`config.mk`:
```
export PLATFORM = sky130hd
export DESIGN_NAME = uncore_top
export DESIGN_NICKNAME = d
export VERILOG_FILES = /design/src/uncore_pkg.sv /design/src/clint_slice.sv /design/src/cmd_router.sv /design/src/fixed_arbiter.sv /design/src/loopback_target.sv /design/src/resp_router.sv /design/src/uncore_top.sv
export VERILOG_INCLUDE_DIRS = /design/src
export SDC_FILE = /design/constraint.sdc
export NUM_CORES = 1
export LEC_CHECK = 0
export ABC_CLOCK_PERIOD_IN_PS = 8550
export BUFFER_PORTS_ARGS = -buffer_cell sky130_fd_sc_hd__buf_2
export CAP_MARGIN = 20
export CORE_AREA = 2 2 425 427
export DETAILED_ROUTE_END_ITERATION = 16
export DIE_AREA = 0 0 427 429
export SLEW_MARGIN = 20
export SYNTH_ARGS = -nofsm -noshare
export SYNTH_HDL_FRONTEND = slang
export SYNTH_HIERARCHICAL = 1
export SYNTH_SLANG_ARGS = --single-unit
```
`constraint.sdc`:
```
create_clock -name clk_i -period 8.55 [get_ports clk_i]
set_input_delay 0.4275 -clock clk_i [delete_from_list [all_inputs] [get_ports clk_i]]
set_output_delay 0.4275 -clock clk_i [all_outputs]
set_load 0.005 [all_outputs]
```
`src/uncore_params.svh`:
```
`ifndef UNCORE_PARAMS_SVH
`define UNCORE_PARAMS_SVH

`define PADDR_WIDTH 40
`define DATA_WIDTH 64
`define LCE_ID_WIDTH 2
`define DOMAIN_WIDTH 3

// Local address map
`define DEV_LSB 20
`define DEV_WIDTH 4
`define DRAM_BASE 40'h00_8000_0000

`define BOOT_DEV 4'd0
`define HOST_DEV 4'd1
`define CFG_DEV 4'd2
`define CLINT_DEV 4'd3
`define CACHE_DEV 4'd4

// CLINT register offsets, low 16 address bits
`define CLINT_OFFSET_WIDTH 16
`define MSIP_OFFSET 16'h0000
`define MTIMECMP_OFFSET 16'h4000
`define MTIME_OFFSET 16'hBFF8

`define NUM_REQ 3
`define NUM_TGT 4

// Target slots, also the response priority (highest index wins)
`define TGT_CLINT 0
`define TGT_IO 1
`define TGT_MEM 2
`define TGT_LOOPBACK 3

`endif

```
`src/uncore_pkg.sv`:
```
`default_nettype none

`include "uncore_params.svh"

package uncore_pkg;

  typedef enum logic [1:0]
  {
    e_mem_rd = 2'b00,
    e_mem_wr = 2'b01
  } mem_msg_type_e;

  // 44-bit message header
  typedef struct packed
  {
    mem_msg_type_e                msg_type;
    logic [`LCE_ID_WIDTH-1:0]     lce_id;
    logic [`PADDR_WIDTH-1:0]      addr;
  } mem_header_s;

  // Header plus one data word, 108 bits
  typedef struct packed
  {
    mem_header_s                  header;
    logic [`DATA_WIDTH-1:0]       data;
  } mem_msg_s;

endpackage

`default_nettype wire

```
`src/clint_slice.sv`:
```
`timescale 1ns/1ps
`default_nettype none

`include "uncore_params.svh"

module clint_slice
  import uncore_pkg::*;
(
  input  logic     clk_i,
  input  logic     rst_n_i,

  input  mem_msg_s cmd_i,
  input  logic     cmd_v_i,
  output logic     cmd_ready_o,

  output mem_msg_s resp_o,
  output logic     resp_v_o,
  input  logic     resp_yumi_i,

  output logic     timer_irq_o,
  output logic     software_irq_o
);

  logic [`DATA_WIDTH-1:0]        mtime_q;
  logic [`DATA_WIDTH-1:0]        mtimecmp_q;
  logic                          msip_q;
  logic [`DATA_WIDTH-1:0]        rdata;
  logic [`CLINT_OFFSET_WIDTH-1:0] offset;
  logic                          accept;
  logic                          is_wr;
  mem_msg_s                      resp_q;
  logic                          resp_v_q;

  // One command in flight
  assign cmd_ready_o = !resp_v_q;
  assign accept      = cmd_v_i && cmd_ready_o;
  assign is_wr       = accept && (cmd_i.header.msg_type == e_mem_wr);
  assign offset      = cmd_i.header.addr[`CLINT_OFFSET_WIDTH-1:0];

  always_comb
  begin
    case (offset)
      `MSIP_OFFSET:     rdata = {{(`DATA_WIDTH-1){1'b0}}, msip_q};
      `MTIMECMP_OFFSET: rdata = mtimecmp_q;
      `MTIME_OFFSET:    rdata = mtime_q;
      default:          rdata = '0;
    endcase
  end

  always_ff @(posedge clk_i)
  begin
    if (!rst_n_i)
    begin
      mtime_q    <= '0;
      mtimecmp_q <= '1;
      msip_q     <= 1'b0;
    end
    else
    begin
      if (is_wr && offset == `MTIME_OFFSET)
        mtime_q <= cmd_i.data;
      else
        mtime_q <= mtime_q + 1'b1;
      if (is_wr && offset == `MTIMECMP_OFFSET)
        mtimecmp_q <= cmd_i.data;
      if (is_wr && offset == `MSIP_OFFSET)
        msip_q <= cmd_i.data[0];
    end
  end

  always_ff @(posedge clk_i)
  begin
    if (!rst_n_i)
      resp_v_q <= 1'b0;
    else if (accept)
      resp_v_q <= 1'b1;
    else if (resp_yumi_i)
      resp_v_q <= 1'b0;
  end

  // Writes answer with zero data
  always_ff @(posedge clk_i)
  begin
    if (accept)
    begin
      resp_q.header <= cmd_i.header;
      resp_q.data   <= is_wr ? '0 : rdata;
    end
  end

  assign resp_o   = resp_q;
  assign resp_v_o = resp_v_q;

  assign software_irq_o = msip_q;
  assign timer_irq_o    = (mtime_q >= mtimecmp_q);

endmodule

`default_nettype wire

```
`src/cmd_router.sv`:
```
`timescale 1ns/1ps
`default_nettype none

`include "uncore_params.svh"

module cmd_router
  import uncore_pkg::*;
(
  input  mem_msg_s [`NUM_REQ-1:0] req_cmd_i,
  input  logic [`NUM_REQ-1:0]     req_cmd_v_i,
  output logic [`NUM_REQ-1:0]     req_cmd_yumi_o,

  input  logic [`NUM_TGT-1:0]     tgt_ready_i,
  output mem_msg_s                tgt_cmd_o,
  output logic [`NUM_TGT-1:0]     tgt_cmd_v_o
);

  localparam int unsigned MsgWidth = $bits(mem_msg_s);

  logic                          all_ready;
  logic                          any_grant;
  logic [MsgWidth-1:0]           sel_bits;
  mem_msg_s                      sel_cmd;

  logic [`PADDR_WIDTH-1:0]       addr;
  logic [`DEV_WIDTH-1:0]         dev;
  logic                          is_local;
  logic                          is_other_domain;
  logic                          is_io;
  logic                          is_mem;
  logic                          is_clint;
  logic                          is_loopback;

  // A single stalled target holds off every requester
  assign all_ready = &tgt_ready_i;

  fixed_arbiter
  #(
    .inputs_p(`NUM_REQ)
  )
  i_cmd_arb
  (
    .ready_i (all_ready),
    .reqs_i  (req_cmd_v_i),
    .grants_o(req_cmd_yumi_o)
  );

  assign any_grant = |req_cmd_yumi_o;

  // One-hot AND-OR select of the granted command
  always_comb
  begin
    sel_bits = '0;
    for (int i = 0; i < `NUM_REQ; i++)
    begin
      sel_bits = sel_bits | (req_cmd_i[i] & {MsgWidth{req_cmd_yumi_o[i]}});
    end
  end

  assign sel_cmd   = mem_msg_s'(sel_bits);
  assign tgt_cmd_o = sel_cmd;

  // Address decode
  assign addr            = sel_cmd.header.addr;
  assign dev             = addr[`DEV_LSB +: `DEV_WIDTH];
  assign is_local        = (addr < `DRAM_BASE);
  assign is_other_domain = (addr[`PADDR_WIDTH-1 -: `DOMAIN_WIDTH] != '0);

  assign is_io       = (is_local && (dev == `BOOT_DEV || dev == `HOST_DEV)) || is_other_domain;
  assign is_mem      = (!is_local && !is_other_domain) || (is_local && dev == `CACHE_DEV);
  assign is_clint    = is_local && (dev == `CLINT_DEV);
  // CFG and every unknown device end up here
  assign is_loopback = is_local && !is_io && !is_mem && !is_clint;

  always_comb
  begin
    tgt_cmd_v_o                = '0;
    tgt_cmd_v_o[`TGT_LOOPBACK] = any_grant && is_loopback;
    tgt_cmd_v_o[`TGT_MEM]      = any_grant && is_mem;
    tgt_cmd_v_o[`TGT_IO]       = any_grant && is_io;
    tgt_cmd_v_o[`TGT_CLINT]    = any_grant && is_clint;
  end

endmodule

`default_nettype wire

```
`src/fixed_arbiter.sv`:
```
`timescale 1ns/1ps
`default_nettype none

module fixed_arbiter
#(
  parameter int unsigned inputs_p = 2
)
(
  input  logic                ready_i,
  input  logic [inputs_p-1:0] reqs_i,
  output logic [inputs_p-1:0] grants_o
);

  logic found;

  // Highest index has priority
  always_comb
  begin
    grants_o = '0;
    found = 1'b0;
    for (int i = inputs_p - 1; i >= 0; i--)
    begin
      if (ready_i && reqs_i[i] && !found)
      begin
        grants_o[i] = 1'b1;
        found = 1'b1;
      end
    end
  end

endmodule

`default_nettype wire

```
`src/loopback_target.sv`:
```
`timescale 1ns/1ps
`default_nettype none

`include "uncore_params.svh"

module loopback_target
  import uncore_pkg::*;
(
  input  logic     clk_i,
  input  logic     rst_n_i,

  input  mem_msg_s cmd_i,
  input  logic     cmd_v_i,
  output logic     cmd_ready_o,

  output mem_msg_s resp_o,
  output logic     resp_v_o,
  input  logic     resp_yumi_i
);

  logic                     accept;
  logic                     resp_v_q;
  mem_header_s              resp_header_q;

  assign cmd_ready_o = !resp_v_q;
  assign accept      = cmd_v_i && cmd_ready_o;

  always_ff @(posedge clk_i)
  begin
    if (!rst_n_i)
      resp_v_q <= 1'b0;
    else if (accept)
      resp_v_q <= 1'b1;
    else if (resp_yumi_i)
      resp_v_q <= 1'b0;
  end

  always_ff @(posedge clk_i)
  begin
    if (accept)
      resp_header_q <= cmd_i.header;
  end

  // Echo the header, data is always zero
  assign resp_o.header = resp_header_q;
  assign resp_o.data   = `DATA_WIDTH'(0);
  assign resp_v_o      = resp_v_q;

endmodule

`default_nettype wire

```
`src/resp_router.sv`:
```
`timescale 1ns/1ps
`default_nettype none

`include "uncore_params.svh"

module resp_router
  import uncore_pkg::*;
(
  input  mem_msg_s [`NUM_TGT-1:0] tgt_resp_i,
  input  logic [`NUM_TGT-1:0]     tgt_resp_v_i,
  output logic [`NUM_TGT-1:0]     tgt_resp_yumi_o,

  output mem_msg_s [`NUM_REQ-1:0] req_resp_o,
  output logic [`NUM_REQ-1:0]     req_resp_v_o,
  input  logic [`NUM_REQ-1:0]     req_resp_ready_i
);

  localparam int unsigned MsgWidth = $bits(mem_msg_s);

  logic [`NUM_TGT-1:0]  grants;
  logic                 any_resp_v;
  logic                 accepted;
  logic [MsgWidth-1:0]  sel_bits;
  mem_msg_s             sel_resp;

  // Responses never wait on a ready, only on the requester
  fixed_arbiter
  #(
    .inputs_p(`NUM_TGT)
  )
  i_resp_arb
  (
    .ready_i (1'b1),
    .reqs_i  (tgt_resp_v_i),
    .grants_o(grants)
  );

  always_comb
  begin
    sel_bits = '0;
    for (int i = 0; i < `NUM_TGT; i++)
    begin
      sel_bits = sel_bits | (tgt_resp_i[i] & {MsgWidth{grants[i]}});
    end
  end

  assign sel_resp   = mem_msg_s'(sel_bits);
  assign any_resp_v = |tgt_resp_v_i;

  // Steer by lce_id in the header
  for (genvar i = 0; i < `NUM_REQ; i++)
  begin : g_steer
    assign req_resp_o[i]   = sel_resp;
    assign req_resp_v_o[i] = any_resp_v && (sel_resp.header.lce_id == `LCE_ID_WIDTH'(i));
  end

  assign accepted        = |(req_resp_v_o & req_resp_ready_i);
  assign tgt_resp_yumi_o = grants & {`NUM_TGT{accepted}};

endmodule

`default_nettype wire

```
`src/uncore_top.sv`:
```
`timescale 1ns/1ps
`default_nettype none

`include "uncore_params.svh"

module uncore_top
  import uncore_pkg::*;
(
  input  logic                    clk_i,
  input  logic                    rst_n_i,

  // Requesters: icache engine, dcache engine, incoming I/O
  input  mem_msg_s [`NUM_REQ-1:0] req_cmd_i,
  input  logic [`NUM_REQ-1:0]     req_cmd_v_i,
  output logic [`NUM_REQ-1:0]     req_cmd_yumi_o,
  output mem_msg_s [`NUM_REQ-1:0] req_resp_o,
  output logic [`NUM_REQ-1:0]     req_resp_v_o,
  input  logic [`NUM_REQ-1:0]     req_resp_ready_i,

  // Memory port
  output mem_msg_s                mem_cmd_o,
  output logic                    mem_cmd_v_o,
  input  logic                    mem_cmd_ready_i,
  input  mem_msg_s                mem_resp_i,
  input  logic                    mem_resp_v_i,
  output logic                    mem_resp_yumi_o,

  // Outgoing I/O
  output mem_msg_s                io_cmd_o,
  output logic                    io_cmd_v_o,
  input  logic                    io_cmd_ready_i,
  input  mem_msg_s                io_resp_i,
  input  logic                    io_resp_v_i,
  output logic                    io_resp_yumi_o,

  output logic                    timer_irq_o,
  output logic                    software_irq_o
);

  mem_msg_s                  tgt_cmd;
  logic [`NUM_TGT-1:0]       tgt_ready;
  logic [`NUM_TGT-1:0]       tgt_cmd_v;
  mem_msg_s [`NUM_TGT-1:0]   tgt_resp;
  logic [`NUM_TGT-1:0]       tgt_resp_v;
  logic [`NUM_TGT-1:0]       tgt_resp_yumi;

  logic                      clint_cmd_ready;
  mem_msg_s                  clint_resp;
  logic                      clint_resp_v;
  logic                      loop_cmd_ready;
  mem_msg_s                  loop_resp;
  logic                      loop_resp_v;

  assign tgt_ready[`TGT_LOOPBACK] = loop_cmd_ready;
  assign tgt_ready[`TGT_MEM]      = mem_cmd_ready_i;
  assign tgt_ready[`TGT_IO]       = io_cmd_ready_i;
  assign tgt_ready[`TGT_CLINT]    = clint_cmd_ready;

  cmd_router i_cmd_router
  (
    .req_cmd_i     (req_cmd_i),
    .req_cmd_v_i   (req_cmd_v_i),
    .req_cmd_yumi_o(req_cmd_yumi_o),
    .tgt_ready_i   (tgt_ready),
    .tgt_cmd_o     (tgt_cmd),
    .tgt_cmd_v_o   (tgt_cmd_v)
  );

  assign mem_cmd_o   = tgt_cmd;
  assign mem_cmd_v_o = tgt_cmd_v[`TGT_MEM];
  assign io_cmd_o    = tgt_cmd;
  assign io_cmd_v_o  = tgt_cmd_v[`TGT_IO];

  clint_slice i_clint
  (
    .clk_i         (clk_i),
    .rst_n_i       (rst_n_i),
    .cmd_i         (tgt_cmd),
    .cmd_v_i       (tgt_cmd_v[`TGT_CLINT]),
    .cmd_ready_o   (clint_cmd_ready),
    .resp_o        (clint_resp),
    .resp_v_o      (clint_resp_v),
    .resp_yumi_i   (tgt_resp_yumi[`TGT_CLINT]),
    .timer_irq_o   (timer_irq_o),
    .software_irq_o(software_irq_o)
  );

  loopback_target i_loopback
  (
    .clk_i      (clk_i),
    .rst_n_i    (rst_n_i),
    .cmd_i      (tgt_cmd),
    .cmd_v_i    (tgt_cmd_v[`TGT_LOOPBACK]),
    .cmd_ready_o(loop_cmd_ready),
    .resp_o     (loop_resp),
    .resp_v_o   (loop_resp_v),
    .resp_yumi_i(tgt_resp_yumi[`TGT_LOOPBACK])
  );

  assign tgt_resp[`TGT_LOOPBACK]   = loop_resp;
  assign tgt_resp[`TGT_MEM]        = mem_resp_i;
  assign tgt_resp[`TGT_IO]         = io_resp_i;
  assign tgt_resp[`TGT_CLINT]      = clint_resp;
  assign tgt_resp_v[`TGT_LOOPBACK] = loop_resp_v;
  assign tgt_resp_v[`TGT_MEM]      = mem_resp_v_i;
  assign tgt_resp_v[`TGT_IO]       = io_resp_v_i;
  assign tgt_resp_v[`TGT_CLINT]    = clint_resp_v;

  resp_router i_resp_router
  (
    .tgt_resp_i      (tgt_resp),
    .tgt_resp_v_i    (tgt_resp_v),
    .tgt_resp_yumi_o (tgt_resp_yumi),
    .req_resp_o      (req_resp_o),
    .req_resp_v_o    (req_resp_v_o),
    .req_resp_ready_i(req_resp_ready_i)
  );

  assign mem_resp_yumi_o = tgt_resp_yumi[`TGT_MEM];
  assign io_resp_yumi_o  = tgt_resp_yumi[`TGT_IO];

endmodule

`default_nettype wire
```
## After elaboration in Yosys (flattened, before gate mapping)

Cells that the tools add are included.

- Add/sub/neg operators: 1
- Bitwise operators: 14
- Eq/ne operators: 8
- Order comparisons: 2
- Reductions and logical operators: 53
- Muxes and demuxes: 16

Operators with widths:

| kind | number |
|---|---|
| $and A108 B108 Y108 | 7 |
| $or A108 B108 Y108 | 5 |
| $pmux W64 S3 | 1 |
| $add A64 B1 Y64 const B | 1 |
| $ge A64 B64 Y1 | 1 |
| $mux W64 | 1 |
| $lt A40 B32 Y1 const B | 1 |
| $logic_and A1 B1 Y1 | 28 |
| $eq A16 B15 Y1 const B | 1 |
| $eq A16 B16 Y1 const B | 1 |
| $logic_not A16 Y1 | 1 |
| $mux W1 | 14 |
| $logic_not A1 Y1 | 12 |
| $reduce_or A3 Y1 | 2 |
| $and A4 B4 Y4 | 1 |
| $eq A2 B1 Y1 const B | 2 |
| $eq A4 B1 Y1 const B | 1 |
| $eq A4 B2 Y1 const B | 1 |
| $eq A4 B3 Y1 const B | 1 |
| $logic_not A4 Y1 | 1 |
| $reduce_and A4 Y1 | 1 |
| $reduce_bool A2 Y1 | 2 |
| $reduce_or A4 Y1 | 1 |
| $and A3 B3 Y3 | 1 |
| other kinds (4) | 6 |

- Flip-flop bits (word level): 283
- Input bits: 552

## Longest topological paths before layout

Gate-level depths: netlist of the first run.

- Depth in word-level cells: 24
- Depth in mapped cells: 17

## By module

The synthesis of the first run kept the hierarchy.

By module, submodules not included:

| module | cells each | times used | area an instance (µm²) |
|---|---|---|---|
| clint_slice | 1129 | 1 | 11313.4 |
| resp_router | 610 | 1 | 4013.8 |
| loopback_target | 114 | 1 | 1849.3 |
| cmd_router | 270 | 1 | 1745.4 |
| uncore_top | 108 | 1 | 810.8 |
| fixed_arbiter at i_resp_router.i_resp_arb | 6 | 1 | 65.1 |
| fixed_arbiter at i_cmd_router.i_cmd_arb | 3 | 1 | 30.0 |

## Worst setup path after synthesis of the first run

No wires, ideal clock.

- Path type: register to register
- Start point: reg i_loopback.resp_v_q (netlist: i_loopback/resp_v_o)
- End point: reg i_clint.mtime_q[47]
- Path buffers: 3
- Arrival time: 8.911 ns
- Required time: 8.417 ns
- Setup time: 0.133 ns
- Setup slack: -0.494 ns
- Clock period less this slack: 9.044 ns
- Cell stages (with the launch flop): 16
- Path through: dfxtp_1 -> inv_1 -> and4_1 -> and3b_2 -> buf_6 -> a222oi_1 -> inv_2 -> or4_1 -> nor4_2 -> nor2b_1 -> nand3b_1 -> or4_1 -> buf_2 -> clkbuf_1 -> nor2_1 -> a211oi_2

RTL lines:

| what | RTL line | source |
|---|---|---|
| from (decl) | loopback_target.sv:22 | `logic resp_v_q;` |
| from (signal assigned) | loopback_target.sv:31 | `resp_v_q <= 1'b0;` |
| from (signal assigned) | loopback_target.sv:33 | `resp_v_q <= 1'b1;` |
| from (signal assigned) | loopback_target.sv:35 | `resp_v_q <= 1'b0;` |
| to (signal assigned) | clint_slice.sv:61 | `mtime_q <= cmd_i.data;` |
| to (signal assigned) | clint_slice.sv:63 | `mtime_q <= mtime_q + 1'b1;` |
| to (decl) | clint_slice.sv:24 | `` logic [`DATA_WIDTH-1:0] mtime_q; `` |

## Worst setup path after layout of the first run

- Start point: reg i_loopback.resp_v_q (netlist: i_loopback/resp_v_o)
- End point: reg i_clint.mtimecmp_q[58]

- Longest elaborated chain between the ends: 19

RTL lines:

| what | RTL line | source |
|---|---|---|
| $logic_not A1 Y1 (*) | loopback_target.sv:25 | `assign cmd_ready_o = !resp_v_q;` |
| named net loop_cmd_ready | uncore_top.sv:50 | `logic loop_cmd_ready;` |
| $reduce_and A4 Y1 (*) | cmd_router.sv:35 | `assign all_ready = &tgt_ready_i;` |
| named net i_cmd_router.all_ready | cmd_router.sv:20 | `logic all_ready;` |
| $logic_and A1 B1 Y1 | fixed_arbiter.sv:23 | `if (ready_i && reqs_i[i] && !found)` |
| $mux W1 | fixed_arbiter.sv:23 |  |
| $logic_not A1 Y1 | fixed_arbiter.sv:23 |  |
| $logic_and A1 B1 Y1 | fixed_arbiter.sv:23 |  |
| [7 not listed] | - |  |
| $lt A40 B32 Y1 (no line) / $eq A4 B2 Y1 (equally long branches) | - |  |
| $logic_and A1 B1 Y1 | cmd_router.sv:71 | `` assign is_clint = is_local && (dev == `CLINT_DEV); `` |
| $logic_and A1 B1 Y1 (*) | cmd_router.sv:81 | `` tgt_cmd_v_o[`TGT_CLINT] = any_grant && is_clint; `` |
| named net tgt_cmd_v[0] | uncore_top.sv:42 | `` logic [`NUM_TGT-1:0] tgt_cmd_v; `` |
| $logic_and A1 B1 Y1 (*) | clint_slice.sv:36 | `assign accept = cmd_v_i && cmd_ready_o;` |
| named net i_clint.accept | clint_slice.sv:29 | `logic accept;` |
| $logic_and A1 B1 Y1 (*) | clint_slice.sv:37 | `assign is_wr = accept && (cmd_i.header.msg_type == e_mem_wr);` |
| $logic_and A1 B1 Y1 (no line) (*) | - |  |
| to (signal assigned) | clint_slice.sv:65 | `mtimecmp_q <= cmd_i.data;` |
| to (decl) | clint_slice.sv:25 | `` logic [`DATA_WIDTH-1:0] mtimecmp_q; `` |

The timed path passes the listed nets; every way through them passes the cells marked *.
A chain may end at the register's enable or synchronous reset.

==> flow_summary_export.csv, run 1 <==
group,metric,value,unit
routing,drt_iter0_drc,2301,
layout,regArea,7187,sq um
sta,maxSlewHeadroom,28.62,%
sta,period_share,67.10,%
worst_setup_path,critical_path_arrival,6.24,ns
floorplan,fp.dieW,427,um
cts,cts_tree,"built",
place,io_buffers,1103,
layout,fillCellCount,20260,
synth,ys.flop_type,"edfxtp_1",
layout,drive_above_1_share,41.34,%
cts,clk_pin_slew,0.07,ns
layout,syn2layout_area_growth,33.02,%
min_path,hold_class,"in -> reg",
flow_run,max_cap_violations,0,
layout,finish.net_count,3548,
pwr,vdd_drop_max,0.0001021,V
sta,worst_slew_pin_slew,1.068,ns
worst_setup_path,worst-path-max-fanout,63,
cts,cts_buffers,34,
place,place_inst,5250,
floorplan,dieArea,183200,sq um
worst_setup_path,start_kind,"register",
pwr,leakagePower,13.12,nW
sta,maxSlewViolCount,0,
routing,first_pass_iters,9,
synth,async_flop_share,0,%
worst_setup_path,path_class,"reg -> reg",
sta,finalCriticalPeriod,5.737,ns
synth,synth_seq_cells,283,
grt,overflow,0,
routing,ant_nets,0,
worst_setup_path,crit_required,9.05,ns
cts,ctsHoldBuffers,0,
min_path,hold_start,"req_cmd_i[90]",
sta,clock.fmax,174.3,MHz
synth,netlist.area_leader.share,23.02,%
synth,synth-edff-count,152,
synth,netlist_instances,2240,
routing,drc,0,
routing,wirelength,130.8,mm
synth,synthTopCellsByArea,"edfxtp_1 (23%), buf_4 (15%), dfxtp_1 (13%), a22oi_1 (11%), a222oi_1 (5.4%)",
worst_setup_path,r2r_start,"i_loopback/resp_v_o",
worst_setup_path,cp-startpoint,"i_loopback/resp_v_o",
place,hpwl,107.1,mm
sta,finalSetupTns,0,ns
worst_setup_path,worst_setup_path_end_kind,"register",
sta,finalHoldViolCount,0,
synth,synth_area_per_cell,8.852,sq um
synth,ys_types,63,
routing,wl_per_cell,24.56,um
grt,antenna_found_initial,42,
synth,ys_warn_count,6,
cts,root_buffer,"clkbuf_16",
floorplan,ios,1104,
sta,finClkSkew,0.02956,ns
cts,clock_sinks,283,
cts,clock_path_buffers,3,
synth,ys_seq_area_share,36.25,%
cts,cts-resized-gates,0,
place,gp_congestion,0.9742,
cts,cts_setup_buffers,0,
layout,fin_util,14.81,%
cts,clk_latency,0.59,ns
cts,ctsHtreeMaxLevel,2,
grt,grt.total_usage,13.40,%
grt,grt_max_degree,76,
floorplan,initial_core_util,11.14,%
sta,setup_viol,0,
layout,finalNonFillerCells,5324,
floorplan,core_area,178000,sq um
synth,synth_area,19830,sq um
grt,grt_pass1_wl,168.5,mm
pwr,powerDensity,136.6,nW/um^2
grt,grt_pass1_vias,19020,
outcome,status,"complete, no violations",
synth,yosysTopAreaCell,"edfxtp_1",
layout,multi_input_area,8703,sq um
floorplan,die_h,429,um
routing,avgViaCountPerCell,3.903,
routing,vias,20780,
sta,rsz0062_at_grt,"no",
floorplan,fp-row-count,155,
## flip-flops by register name, summed over array words and instances, names as in the netlist
signal and count:
i_clint/resp_v_o 1, i_clint/resp_o 108, i_clint/software_irq_o 1, i_loopback/resp_o 44, i_loopback/resp_v_o 1, i_clint/mtime_q 64
i_clint/mtimecmp_q 64
## worst max-delay path, stage by stage (launching register included)
cell      delay (ns)
dfxtp_1         0.39
inv_1           0.08
and4_1          0.24
and2_4          0.68
buf_4           0.76
nor3_1          0.19
nor4_2          0.33
nor2b_4         0.89
and3b_1         0.34
and3_4          0.63
buf_4           0.66
nand2_1         0.15
o211ai_1        0.12
## cells by family (layout without fill, tap and decap cells)
kind of cell | count (synthesis) | in the layout | synth area share, %
multiplexers | 2 | 2 | 0.1704
XOR/XNOR | 58 | 58 | 2.562
buffers and inverters | 724 | 1376 | 21.44
AO/OA/AOI/OAI | 596 | 596 | 23.10
AND/OR/NAND/NOR | 510 | 510 | 12.34
other | 2 | 79 | 0.03788
flip-flops | 283 | 283 | 36.25
adder cells (fa/ha/maj) | 65 | 65 | 4.102
## synth_stat cells, drive strengths merged, types with 2 or more instances
library cell,count
a22oi,279
nand3,40
conb,2
dfxtp,131
a21oi,39
nor3b,2
xnor2,22
o211ai,65
clkbuf,106
and3b,2
buf,435
nand4,31
and2,8
inv,183
and4,12
edfxtp,152
o21ai,39
nor4,12
or3,6
a311oi,4
a22o,2
xor2,36
nand2,223
nand2b,2
or4,4
ha,65
nor3,19
and3,11
nor2b,3
nand3b,2
a221oi,3
a211oi,48
nor2,128
nor4b,3
a21o,7
a222oi,107
## stage by stage
stage	instance area (sq um)	power (mW)	hold WS, ns	worst slack, ns
finish	26380	3.603	0.2189	2.813
global route	26360	3.745	0.2160	2.308
CTS	26340	3.672	0.1548	2.763
detailed placement	25280	2.174	0.4720	2.682
global placement	25280	2.172	0.4581	2.759
floorplan	20070	1.816	0.4632	1.726
## cell usage in the layout (no fill, tap or decap), drive strengths merged, types with 19 or more instances in the layout
cell type  instances
nor2             128
nand3             40
a21oi             39
o211ai            65
a22oi            279
nand2            223
xnor2             22
inv              186
dfxtp            131
clkbuf            47
a211oi            48
conb              66
nor3              19
buf             1132
a222oi           107
nand4             31
o21ai             39
ha                65
xor2              36
edfxtp           152
## final timing paths
path | endpoint | slack (ns) | cells past startpoint
setup / recovery | i_clint/mtimecmp_q[58] | 2.81 | 12
hold / removal | i_loopback/resp_o[90] | 0.22 | 3
setup reg to reg | i_clint/mtimecmp_q[58] | 2.81 | 12
hold reg to reg | i_clint/software_irq_o | 0.49 | 2
## report_power, final
| part | total, mW | switching, mW | internal, mW |
|---|---|---|---|
| registers | 1.43 | 0.00274 | 1.43 |
| clock network | 1.46 | 0.667 | 0.796 |
| logic | 0.707 | 0.454 | 0.254 |
| total | 3.60 | 1.12 | 2.48 |
## layout make-up
type	count	area share (%)
sequential	283	27.25
inverter	183	2.604
clock inverter	14	0.5550
timing repair buffer	1132	21.81
multi-input combinational	1297	33.00
tap	2355	11.17
clock buffer	47	3.487
antenna	13	0.1233
## layer usage
| layer | track usage [%] | vias to the layer above | wire length, um |
|---|---|---|---|
| met1 | 15.75 | 10310 | 49420 |
| met3 | 3.057 | 144 | 10710 |
| met5 | 0 | - | 63 |
| met4 | 4.895 | 12 | 4827 |
| li1 | - | 9159 | - |
| met2 | 23.52 | 1150 | 65730 |
No activity file was read; power rests on OpenSTA's default activity.
==> inputs of run 2 (changes only) <==
--- a/config.mk
+++ b/config.mk
@@ -6,12 +6,12 @@
 export SDC_FILE = /design/constraint.sdc
 export NUM_CORES = 1
 export LEC_CHECK = 0
-export ABC_CLOCK_PERIOD_IN_PS = 8550
+export ABC_CLOCK_PERIOD_IN_PS = 5890
 export BUFFER_PORTS_ARGS = -buffer_cell sky130_fd_sc_hd__buf_2
 export CAP_MARGIN = 20
-export CORE_AREA = 2 2 425 427
+export CORE_AREA = 2 2 426 428
 export DETAILED_ROUTE_END_ITERATION = 16
-export DIE_AREA = 0 0 427 429
+export DIE_AREA = 0 0 428 430
 export SLEW_MARGIN = 20
 export SYNTH_ARGS = -nofsm -noshare
 export SYNTH_HDL_FRONTEND = slang
==> constraint.sdc (replaced) <==
create_clock -name clk_i -period 5.89 [get_ports clk_i]
set_input_delay 0.2945 -clock clk_i [delete_from_list [all_inputs] [get_ports clk_i]]
set_output_delay 0.2945 -clock clk_i [all_outputs]
set_load 0.005 [all_outputs]
==> run 2 against run 1 <==
Setup slack worse by 2.1 ns. First-iteration DRC count rose by 11%. Total power rose by 48%. Count of clock-buffer cells in the layout grew 5. Largest cell class unchanged. Non-clock buffer count grew 6. Wire length down 0.22%. Cell count grew 0.77%. Critical path depth unchanged. Critical endpoint is now i_clint/mtime_q[58]. Die area grew 0.47%.
==> flow_summary_export.csv, run 2 (same netlist as run 1, synthesis figures left out) <==
group,metric,value,unit
worst_setup_path,path_class,"reg -> reg",
sta,maxSlewViolCount,0,
sta,finalSetupTns,0,ns
cts,ctsHoldBuffers,0,
sta,layout_setup_ws,0.6745,ns
cts,clk_latency,0.58,ns
sta,finalCriticalPeriod,5.216,ns
worst_setup_path,critical-path-max-stage-delay,0.68,ns
grt,grt_max_degree,129,
pwr,vdd_drop_max,0.0001420,V
layout,final_cell_mix,"buf_2 (1,102), a22oi_1 (279), nand2_1 (222)",
pwr,leakagePower,13.21,nW
sta,finClkSkew,0.02121,ns
sta,rsz0062_at_grt,"no",
min_path,hold_depth,3,
routing,vias,20970,
grt,overflow,0,
place,dp_slack,0.7039,ns
floorplan,initial_core_util,11.03,%
cts,cts_setup_buffers,0,
worst_setup_path,crit_required,6.35,ns
layout,fillCellCount,20370,
layout,fin_util,14.81,%
floorplan,die_h,430,um
outcome,status,"complete, no violations",
flow_run,max_cap_violations,0,
routing,first_pass_iters,10,
cts,cts_buffers,36,
sta,clock.fmax,191.7,MHz
routing,wirelength,130.5,mm
routing,avgViaCountPerCell,3.908,
place,hpwl,107.6,mm
pwr,powerDensity,200.8,nW/um^2
layout,finish.net_count,3556,
cts,clock_path_buffers,3,
pwr,total_power,5.346,mW
routing,drc,0,
worst_setup_path,critical_path_arrival,5.68,ns
routing,drt_iter0_drc,2549,
layout,final_common_cell,"buf_2",
sta,holdWs,0.08545,ns
cts,ctsHtreeMaxLevel,2,
worst_setup_path,slowest_stage,"or4_1",
routing,ant_nets,0,
sta,setup_viol,0,
sta,worst_slew_pin_slew,1.004,ns
cts,root_buffer,"clkbuf_16",
min_path,hold_class,"in -> reg",
floorplan,fp.dieW,428,um
grt,grt_pass1_vias,19100,
worst_setup_path,reg2regPathDepth,12,
floorplan,core_area,179800,sq um
worst_setup_path,worst-path-max-fanout,66,
layout,syn2layout_area_growth,34.29,%
sta,maxSlewHeadroom,33.05,%
floorplan,fp-row-count,156,
cts,clk_pin_slew,0.06,ns
sta,period_share,88.55,%
layout,largest_reg_flops,108,
cts,cts_tree,"built",
sta,finalHoldViolCount,0,
floorplan,ios,1104,
grt,antenna_found_initial,40,
grt,grt.total_usage,13.33,%
worst_setup_path,start_kind,"register",
place,io_buffers,1103,
cts,clock_sinks,283,
worst_setup_path,worst_setup_path_end_kind,"register",
worst_setup_path,path_cells,"inv_1, and4_1, and3b_4, buf_4, a222oi_1, inv_1, nand4_1, or4_1, or4_2, buf_4, nand2_1, o21ai_0",
place,gp_congestion,0.9465,
layout,drive_above_1_share,41.52,%
cts,cts-resized-gates,0,
grt,grt_pass1_wl,168.9,mm
routing,wl_per_cell,24.32,um
floorplan,dieArea,184000,sq um
-- run 2: changes by cell type in the layout (fill, tap and decap cells not counted), sizes merged --
cell / before / now
inv: 186 / 185
buf: 1132 / 1138
clkbuf: 47 / 52
clkinvlp: 0 / 1
diode: 13 / 28
-- run 2: stage by stage --
step                std cells  area (sq um)
floorplan                2304         20080
detailed placement       5270         25400
global placement         5270         25400
global route             5357         26610
finish                   5365         26630
CTS                      5336         26550
-- run 2: path summary, 6_finish.rpt --
check                              start                     end  slack, ns
setup reg to reg     i_loopback/resp_v_o     i_clint/mtime_q[58]       0.67
hold reg to reg   i_clint/software_irq_o  i_clint/software_irq_o       0.48
hold / removal             req_cmd_i[92]   i_loopback/resp_o[92]       0.09
setup / recovery     i_loopback/resp_v_o     i_clint/mtime_q[58]       0.67
-- run 2: worst max-delay path: cells and delay by family (launching register included) --
| family | cells | cell delay [ns] |
|---|---|---|
| compound gates | 2 | 0.37 |
| flops | 1 | 0.40 |
| simple gates | 6 | 2.63 |
| buf+inv | 4 | 1.46 |
-- run 2: cell type report --
cell class	count	area [sq um]	share of cell area, %
antenna	28	70.07	0.2631
clock buffer	52	1012	3.802
clock inverter	14	137.6	0.5169
inverter	183	686.9	2.580
multi-input combinational	1297	8703	32.69
sequential	283	7187	26.99
tap	2370	2965	11.14
timing repair buffer	1138	5864	22.02
-- run 2: layer usage --
layer	share of wire [%]	vias up	wire length [um]	GRT usage [%]
li1	-	9201	-	-
met1	36	10270	47240	14.91
met2	49	1307	63640	22.97
met3	10	184	13230	4.485
met4	4.8	10	6265	5.691
met5	0.071	-	92	0.1821
-- run 2: power by group --
group	total [mW]	switching (mW)	internal (mW)
Clock	2.22	0.966	1.25
Sequential	2.08	0.00382	2.08
Combinational	1.05	0.676	0.373
Total	5.35	1.65	3.70
